<file path="src/cpu_pkg.sv">
package cpu_pkg;

    // ********************
    // Widths
    // ********************

    // Data word: operands, results, pc and immediates
    typedef logic [31:0] u32_t;

    // Architectural register index
    typedef logic [4:0] reg_idx_t;

    // ********************
    // Register file
    // ********************

    localparam int num_regs = 32;

    // Instruction size, used for the link value
    localparam u32_t pc_step = 32'd4;

    // ********************
    // ALU operations
    // ********************

    typedef enum logic [2:0] {
        op_add  = 3'd0,
        op_sub  = 3'd1,
        op_and  = 3'd2,
        op_or   = 3'd3,
        op_xor  = 3'd4,
        op_slt  = 3'd5,    // signed compare
        op_lui  = 3'd6,    // immediate passes through
        op_link = 3'd7     // pc + pc_step
    } alu_op_t;

endpackage

</file>
<file path="src/regfile.sv">
`timescale 1ns/10ps

module regfile (
    input  logic              clk,
    input  logic              rst_n,

    // Write port
    input  logic              we,
    input  cpu_pkg::reg_idx_t waddr,
    input  cpu_pkg::u32_t     wdata,

    // Read ports
    input  cpu_pkg::reg_idx_t raddr1,
    input  cpu_pkg::reg_idx_t raddr2,
    output cpu_pkg::u32_t     rdata1,
    output cpu_pkg::u32_t     rdata2
);

    cpu_pkg::u32_t regs [cpu_pkg::num_regs];

    // ********************
    // Write
    // ********************

    // Register 0 is never written and reads zero
    always_ff @(posedge clk, negedge rst_n) begin
        if (~rst_n) begin
            for (int i = 0; i < cpu_pkg::num_regs; i++) begin
                regs[i] <= '0;
            end
        end else if (we && waddr != '0) begin
            regs[waddr] <= wdata;
        end
    end

    // ********************
    // Read
    // ********************

    assign rdata1 = regs[raddr1];
    assign rdata2 = regs[raddr2];

endmodule

</file>
<file path="src/ex_stage.sv">
`timescale 1ns/10ps

module ex_stage (
    input  logic              clk,
    input  logic              rst_n,
    input  logic              flush,
    input  logic              wb_rdy,

    // Issue side
    input  logic              issue_valid,
    input  cpu_pkg::alu_op_t  issue_op,
    input  cpu_pkg::reg_idx_t issue_rs1,
    input  cpu_pkg::reg_idx_t issue_rs2,
    input  cpu_pkg::reg_idx_t issue_rd,
    input  logic              issue_use_imm,
    input  logic              issue_wr_rd,
    input  cpu_pkg::u32_t     issue_imm,
    input  cpu_pkg::u32_t     issue_pc,
    output logic              issue_rdy,

    // Register file reads
    output cpu_pkg::reg_idx_t ra1,
    output cpu_pkg::reg_idx_t ra2,
    input  cpu_pkg::u32_t     rdata1,
    input  cpu_pkg::u32_t     rdata2,

    // Writeback bypass
    input  logic              reg_we,
    input  cpu_pkg::reg_idx_t reg_idx,
    input  cpu_pkg::u32_t     reg_data,

    // To writeback
    output logic              ex_valid,
    output cpu_pkg::u32_t     ex_pc,
    output cpu_pkg::reg_idx_t ex_rd,
    output logic              ex_wr_rd,
    output cpu_pkg::u32_t     ex_result
);

    logic              valid_r;
    cpu_pkg::alu_op_t  op_r;
    cpu_pkg::reg_idx_t rs1_r;
    cpu_pkg::reg_idx_t rs2_r;
    cpu_pkg::reg_idx_t rd_r;
    logic              use_imm_r;
    logic              wr_rd_r;
    cpu_pkg::u32_t     imm_r;
    cpu_pkg::u32_t     pc_r;

    cpu_pkg::u32_t     src1;
    cpu_pkg::u32_t     src2;
    cpu_pkg::u32_t     opnd2;

    // ********************
    // Input register
    // ********************

    // Accept on flush, when empty, or when writeback takes ours
    assign issue_rdy = flush | ~valid_r | wb_rdy;

    always_ff @(posedge clk, negedge rst_n) begin
        if (~rst_n) begin
            valid_r <= 1'b0;
        end else if (issue_rdy) begin
            valid_r <= issue_valid & ~flush;
        end
    end

    always_ff @(posedge clk) begin
        if (issue_rdy) begin
            op_r      <= issue_op;
            rs1_r     <= issue_rs1;
            rs2_r     <= issue_rs2;
            rd_r      <= issue_rd;
            use_imm_r <= issue_use_imm;
            wr_rd_r   <= issue_wr_rd;
            imm_r     <= issue_imm;
            pc_r      <= issue_pc;
        end
    end

    // ********************
    // Operands
    // ********************

    assign ra1 = rs1_r;
    assign ra2 = rs2_r;

    // Firing writeback has not reached the file yet
    assign src1 = (reg_we && reg_idx == rs1_r && rs1_r != '0) ? reg_data : rdata1;
    assign src2 = (reg_we && reg_idx == rs2_r && rs2_r != '0) ? reg_data : rdata2;

    assign opnd2 = use_imm_r ? imm_r : src2;

    // ********************
    // ALU
    // ********************

    always_comb begin
        case (op_r)
            cpu_pkg::op_add:  ex_result = src1 + opnd2;
            cpu_pkg::op_sub:  ex_result = src1 - opnd2;
            cpu_pkg::op_and:  ex_result = src1 & opnd2;
            cpu_pkg::op_or:   ex_result = src1 | opnd2;
            cpu_pkg::op_xor:  ex_result = src1 ^ opnd2;
            cpu_pkg::op_slt:  ex_result = cpu_pkg::u32_t'($signed(src1) < $signed(opnd2));
            cpu_pkg::op_lui:  ex_result = imm_r;
            cpu_pkg::op_link: ex_result = pc_r + cpu_pkg::pc_step;
            default:          ex_result = '0;
        endcase
    end

    assign ex_valid = valid_r;
    assign ex_pc    = pc_r;
    assign ex_rd    = rd_r;
    assign ex_wr_rd = wr_rd_r;

endmodule

</file>
<file path="src/writeback.sv">
`timescale 1ns/10ps

module writeback (
    input  logic              clk,
    input  logic              rst_n,
    input  logic              flush,
    input  logic              commit_rdy,

    // From execute
    input  logic              ex_valid,
    input  cpu_pkg::u32_t     ex_pc,
    input  cpu_pkg::reg_idx_t ex_rd,
    input  logic              ex_wr_rd,
    input  cpu_pkg::u32_t     ex_result,
    output logic              wb_rdy,

    // To register file and bypass
    output logic              reg_we,
    output cpu_pkg::reg_idx_t reg_idx,
    output cpu_pkg::u32_t     reg_data,

    // Commit record
    output logic              cmt_valid,
    output logic              cmt_wen,
    output cpu_pkg::u32_t     cmt_pc,
    output cpu_pkg::reg_idx_t cmt_wdest,
    output cpu_pkg::u32_t     cmt_wdata
);

    logic              valid_r;
    cpu_pkg::u32_t     pc_r;
    cpu_pkg::reg_idx_t rd_r;
    logic              wr_rd_r;
    cpu_pkg::u32_t     result_r;
    logic              fire;

    // ********************
    // Stage register
    // ********************

    assign wb_rdy = flush | ~valid_r | commit_rdy;
    assign fire   = valid_r & ~flush & commit_rdy;

    always_ff @(posedge clk, negedge rst_n) begin
        if (~rst_n) begin
            valid_r <= 1'b0;
        end else if (wb_rdy) begin
            valid_r <= ex_valid & ~flush;
        end
    end

    always_ff @(posedge clk) begin
        if (wb_rdy) begin
            pc_r     <= ex_pc;
            rd_r     <= ex_rd;
            wr_rd_r  <= ex_wr_rd;
            result_r <= ex_result;
        end
    end

    // Write only once, on the firing cycle
    assign reg_we   = fire & wr_rd_r & (rd_r != '0);
    assign reg_idx  = rd_r;
    assign reg_data = result_r;

    // ********************
    // Commit record
    // ********************

    always_ff @(posedge clk, negedge rst_n) begin
        if (~rst_n) begin
            cmt_valid <= 1'b0;
            cmt_wen   <= 1'b0;
        end else begin
            cmt_valid <= fire;
            cmt_wen   <= reg_we;
        end
    end

    // Payload only moves with a retiring instruction
    always_ff @(posedge clk) begin
        if (fire) begin
            cmt_pc    <= pc_r;
            cmt_wdest <= rd_r;
            cmt_wdata <= result_r;
        end
    end

endmodule

</file>
<file path="src/cpu_backend.sv">
`timescale 1ns/10ps

module cpu_backend (
    input  logic              clk,
    input  logic              rst_n,
    input  logic              flush,
    input  logic              commit_rdy,

    input  logic              issue_valid,
    input  cpu_pkg::alu_op_t  issue_op,
    input  cpu_pkg::reg_idx_t issue_rs1,
    input  cpu_pkg::reg_idx_t issue_rs2,
    input  cpu_pkg::reg_idx_t issue_rd,
    input  logic              issue_use_imm,
    input  logic              issue_wr_rd,
    input  cpu_pkg::u32_t     issue_imm,
    input  cpu_pkg::u32_t     issue_pc,
    output logic              issue_rdy,

    output logic              cmt_valid,
    output logic              cmt_wen,
    output cpu_pkg::u32_t     cmt_pc,
    output cpu_pkg::reg_idx_t cmt_wdest,
    output cpu_pkg::u32_t     cmt_wdata
);

    // Execute to writeback
    logic              ex_valid;
    cpu_pkg::u32_t     ex_pc;
    cpu_pkg::reg_idx_t ex_rd;
    logic              ex_wr_rd;
    cpu_pkg::u32_t     ex_result;
    logic              wb_rdy;

    // Register file reads
    cpu_pkg::reg_idx_t ra1;
    cpu_pkg::reg_idx_t ra2;
    cpu_pkg::u32_t     rdata1;
    cpu_pkg::u32_t     rdata2;

    // Writeback port, also the bypass
    logic              reg_we;
    cpu_pkg::reg_idx_t reg_idx;
    cpu_pkg::u32_t     reg_data;

    ex_stage u_ex_stage (
        .clk           (clk          ),
        .rst_n         (rst_n        ),
        .flush         (flush        ),
        .wb_rdy        (wb_rdy       ),
        .issue_valid   (issue_valid  ),
        .issue_op      (issue_op     ),
        .issue_rs1     (issue_rs1    ),
        .issue_rs2     (issue_rs2    ),
        .issue_rd      (issue_rd     ),
        .issue_use_imm (issue_use_imm),
        .issue_wr_rd   (issue_wr_rd  ),
        .issue_imm     (issue_imm    ),
        .issue_pc      (issue_pc     ),
        .issue_rdy     (issue_rdy    ),
        .ra1           (ra1          ),
        .ra2           (ra2          ),
        .rdata1        (rdata1       ),
        .rdata2        (rdata2       ),
        .reg_we        (reg_we       ),
        .reg_idx       (reg_idx      ),
        .reg_data      (reg_data     ),
        .ex_valid      (ex_valid     ),
        .ex_pc         (ex_pc        ),
        .ex_rd         (ex_rd        ),
        .ex_wr_rd      (ex_wr_rd     ),
        .ex_result     (ex_result    )
    );

    writeback u_writeback (
        .clk        (clk       ),
        .rst_n      (rst_n     ),
        .flush      (flush     ),
        .commit_rdy (commit_rdy),
        .ex_valid   (ex_valid  ),
        .ex_pc      (ex_pc     ),
        .ex_rd      (ex_rd     ),
        .ex_wr_rd   (ex_wr_rd  ),
        .ex_result  (ex_result ),
        .wb_rdy     (wb_rdy    ),
        .reg_we     (reg_we    ),
        .reg_idx    (reg_idx   ),
        .reg_data   (reg_data  ),
        .cmt_valid  (cmt_valid ),
        .cmt_wen    (cmt_wen   ),
        .cmt_pc     (cmt_pc    ),
        .cmt_wdest  (cmt_wdest ),
        .cmt_wdata  (cmt_wdata )
    );

    regfile u_regfile (
        .clk    (clk     ),
        .rst_n  (rst_n   ),
        .we     (reg_we  ),
        .waddr  (reg_idx ),
        .wdata  (reg_data),
        .raddr1 (ra1     ),
        .raddr2 (ra2     ),
        .rdata1 (rdata1  ),
        .rdata2 (rdata2  )
    );

endmodule

</file>
<file path="config.mk">
export PLATFORM = sky130hd
export DESIGN_NAME = cpu_backend
export DESIGN_NICKNAME = d
export VERILOG_FILES = /design/src/cpu_pkg.sv /design/src/regfile.sv /design/src/ex_stage.sv /design/src/writeback.sv /design/src/cpu_backend.sv
export SDC_FILE = /design/constraint.sdc
export NUM_CORES = 2
export LEC_CHECK = 0
export BUFFER_PORTS_ARGS = -buffer_cell sky130_fd_sc_hd__clkbuf_2
export CORE_MARGIN = 2
export CORE_UTILIZATION = 67
export CTS_CLUSTER_DIAMETER = 40
export DETAILED_ROUTE_END_ITERATION = 8
export GPL_ROUTABILITY_DRIVEN = 0
export PLACE_DENSITY = 0.87
export SLEW_MARGIN = 25
export SYNTH_ARGS = -nofsm -noshare
export SYNTH_HDL_FRONTEND = slang
export SYNTH_HIERARCHICAL = 1
export SYNTH_SLANG_ARGS = --single-unit
</file>
<file path="constraint.sdc">
create_clock -name clk -period 16.1 [get_ports clk]
set_input_delay 1.61 -clock clk [delete_from_list [all_inputs] [get_ports clk]]
set_output_delay 1.61 -clock clk [all_outputs]
set_load 0.02 [all_outputs]
</file>
==> summary.md <==
| Metric | Value |
|---|---|
| Hold crit path type | `register to register` |
| Worst-path fanout max | `a little under 80` |
| Initial Util | `between 60 and 70%` |
| Initial antenna violation count | `5` |
| Synth cell types | `97` |
| DRC marker count from the first detailed-route iteration | `8211` |
| Detailed Routing Iterations Pass 1 | `9` |
| Share of layout cells above drive strength 1 | `26.7%` |
| WP data arrival | `about 8000 ps` |
| CTS tree | `done` |
| Grt total ovfl | `0` |
| VDD IR max | `123 uV` |
| Pwr Density | `109 nW/um2` |
| H-tree level count | `4` |
| Fmax | `132 MHz` |
| Ys flop type | `dfrtp_1` |
| Setup TNS | `0 ps` |
| Die W | `328 um` |
| Die footprint | `107000 um2` |
| EDFF count, synth | `223` |
| Outcome | `finished, violations left` |
| Post-detail-place hpwl | `124000 um` |
| Core area | `104000 um2` |
| Via Count | `54300` |
| Vias in the first global route | `54500` |
| CP delay by family, top | `buffers and inverters` |
| FFs w/ async S/R, synth | `82.2%` |
| Tot GR Track Use | `41.1%` |
| WL/cell | `30.6 um` |
| Largest net degree at the start of global routing | `189` |
| Slew Limit Fails | `0` |
| Clock tree buffer depth | `3` |
| I/O Buffers | `160` |
| Startpoint types | `register` |
| Post-CTS Setup Inserts | `0` |
| IO Pins | `161` |
| DRC viols | `14` |
| CTS Root Cell | `clkbuf_16` |
| Post-CTS Resized | `0` |
| WL final | `226000 um` |
| Clock Latency Late Sink | `790 ps` |
| RSZ-0062 raised after global routing | `no` |
| Required @ worst endpoint | `16600 ps` |
| Final hold vios | `0` |
| Worst path cell trace | `buf_12 -> buf_16 -> buf_4 -> buf_4 -> mux2i_1 -> a22o_1 -> nor3_1 -> a31oi_1 -> nand3_1 -> mux2i_1 -> o21ai_0 -> ha_1 -> a21o_1 -> a211o_1 -> o32ai_1 -> a31o_2 -> o2111ai_1 -> a311oi_1 -> o22ai_1 -> xnor2_1 -> o21ai_1` |
| Post-DR vias/cell | `7.37` |
| Leak pwr | `0.0370 uW` |
| Relative slew margins | `8.84%` |
| FILL cells | `6320` |
| Syn_area_per_cell | `11.8 um2` |
| Slew @ Worst Pin | `1360 ps` |
| Synth Instances | `5967` |
| Clock transition at path regs | `60 ps` |
| Tcrit/Tclk final | `47.0%` |
| CTS Hold Bufs | `0` |
| Slowest cell on crit path | `buf_4` |
| # clock sinks | `approximately 1300` |
| DP Area | `71100 um2` |
| Num CTS Buffers | `154` |
| Crit path buffers/inverters | `4` |
| Final min period | `7570 ps` |
| Setup-failing EPs final | `0` |
| Die height | `328 um` |
| Fin nets | `6046` |
| Setup crit end kind | `register` |
| Synthesized cell area | `70100 um2` |
| FF+latch count, synth | `1251` |
| Max Cap Viol | `0` |
| Slowest cell delay on critical path | `850 ps` |
| Total Power | `8340 uW` |
| Critical setup path kind | `register to register` |
| First-pass GRT wire length | `334000 um` |
| Sequential area share after synthesis | `46.2%` |
| Num rows | `118` |
| Failing checks | `design-rule violations` |
| DRT antenna net count | `0` |
| Area Overhead vs Synth | `9.32%` |
| Mapped Nets | `6155` |
| Clock skew | `about 45 ps` |
| Design Area, Final | `76700 um2` |
| Ys Warns | `6` |
## cell usage in the layout (no fill, tap or decap), types with 159 or more instances in the layout
master     count
edfxtp_1     223
nand2_1      303
nand3_1      221
dfrtp_1     1028
a21oi_1      296
mux2i_1     1062
clkbuf_2     159
mux2_2       971
clkbuf_16    159
a22oi_1      203
## layer usage
layer	GRT usage (%)	wire length, um	part of all wire (%)	up-vias
met5	0	61	0.027	-
met4	30.9	19200	8.5	10
met3	11.5	28700	13	1253
met2	60.6	97800	43	4394
met1	51.8	79800	35	26800
li1	-	-	-	21800
## final timing paths
check	slack, ps	endpoint	depth (start not counted)	start
setup / recovery	8530	u_writeback/reg_data[28]	21	u_ex_stage/ra2[1]
hold / removal	400	u_regfile/regs[992]	0	u_regfile/regs[992]
setup reg to reg	8530	u_writeback/reg_data[28]	21	u_ex_stage/ra2[1]
hold reg to reg	400	u_regfile/regs[992]	0	u_regfile/regs[992]
max in group asynchronous	12810	u_regfile/regs[601]	5	rst_n
min in group asynchronous	850	u_regfile/regs[230]	1	rst_n
## synthesized netlist by cell type (all sizes together), types with 19 or more instances
master / n / area [um2]
nand2: 321 / 1210
nand3: 221 / 1110
dfrtp: 1028 / 25700
xnor2: 34 / 298
a31oi: 75 / 475
edfxtp: 223 / 6700
mux2i: 1062 / 10600
o211ai: 19 / 148
clkbuf: 262 / 985
mux2: 1025 / 11500
buf: 285 / 1860
a21oi: 298 / 1500
ha: 97 / 1210
o21ai: 116 / 588
a22oi: 203 / 1520
xor2: 23 / 201
a22o: 132 / 1160
nor2: 110 / 536
inv: 112 / 420
nor3: 92 / 470
## sequential cells by signal, indices dropped and copies added, names as in the netlist
signal / count
u_writeback/valid_r: 1
u_regfile/regs: 1024
u_writeback/wr_rd_r: 1
u_writeback/cmt_wdest: 5
u_ex_stage/op_r: 3
u_ex_stage/ex_valid: 1
u_ex_stage/use_imm_r: 1
u_writeback/cmt_valid: 1
u_ex_stage/ra1: 5
u_ex_stage/ra2: 5
u_writeback/reg_idx: 5
u_ex_stage/ex_rd: 5
u_writeback/reg_data: 32
u_writeback/cmt_pc: 32
u_ex_stage/ex_pc: 32
u_ex_stage/ex_wr_rd: 1
u_writeback/cmt_wen: 1
u_ex_stage/imm_r: 32
u_writeback/cmt_wdata: 32
u_writeback/pc_r: 32
## worst register-to-register path, delay by kind of cell (launching register included)
kind                     cells  cell delay [ps]
buffers and inverters        4             2780
adder cells (fa/ha/maj)      1              490
XOR/XNOR                     1              250
multiplexers                 2              690
AO/OA/AOI/OAI               11             2460
AND/OR/NAND/NOR              2              240
flip-flops                   1              400
## cells by family after synthesis
group / Yosys count / share of synthesized area (%)
AOI/OAI and AO/OA: 965 / 9.18
xor gates and xnor gates: 57 / 0.712
adders and majority gates: 99 / 1.79
buffers and inverters: 659 / 4.66
DFF: 1251 / 46.2
muxes: 2089 / 31.7
and+or+nand+nor: 847 / 5.77
## per-stage QoR
step	std cells	worst slack (ps)	hold WS (ps)	util, %
final	7367	8530	400	74.0
after global routing	7363	8410	411	74.0
after CTS	7351	8780	401	73.7
after detailed placement	7070	8930	388	68.6
after global placement	7059	9120	384	68.4
after floorplan	5967	8670	400	-
## final cells by class
class	count	area [um2]	area share, %
sequential	1251	32400	42.3
antenna	4	10.0	0.0131
multi-input combinational	4057	34600	45.2
clock buffer	195	4250	5.55
inverter	112	420	0.548
clock inverter	86	1110	1.45
timing repair buffer	282	2110	2.75
tap	1380	1730	2.25
## where the power goes
group / leakage [uW] / internal [uW] / switching, uW
Combinational: 0.0178 / 413 / 828
Clock: 0.00259 / 2200 / 1440
Sequential: 0.0166 / 3330 / 128
Power figures use the tool's default switching activity.
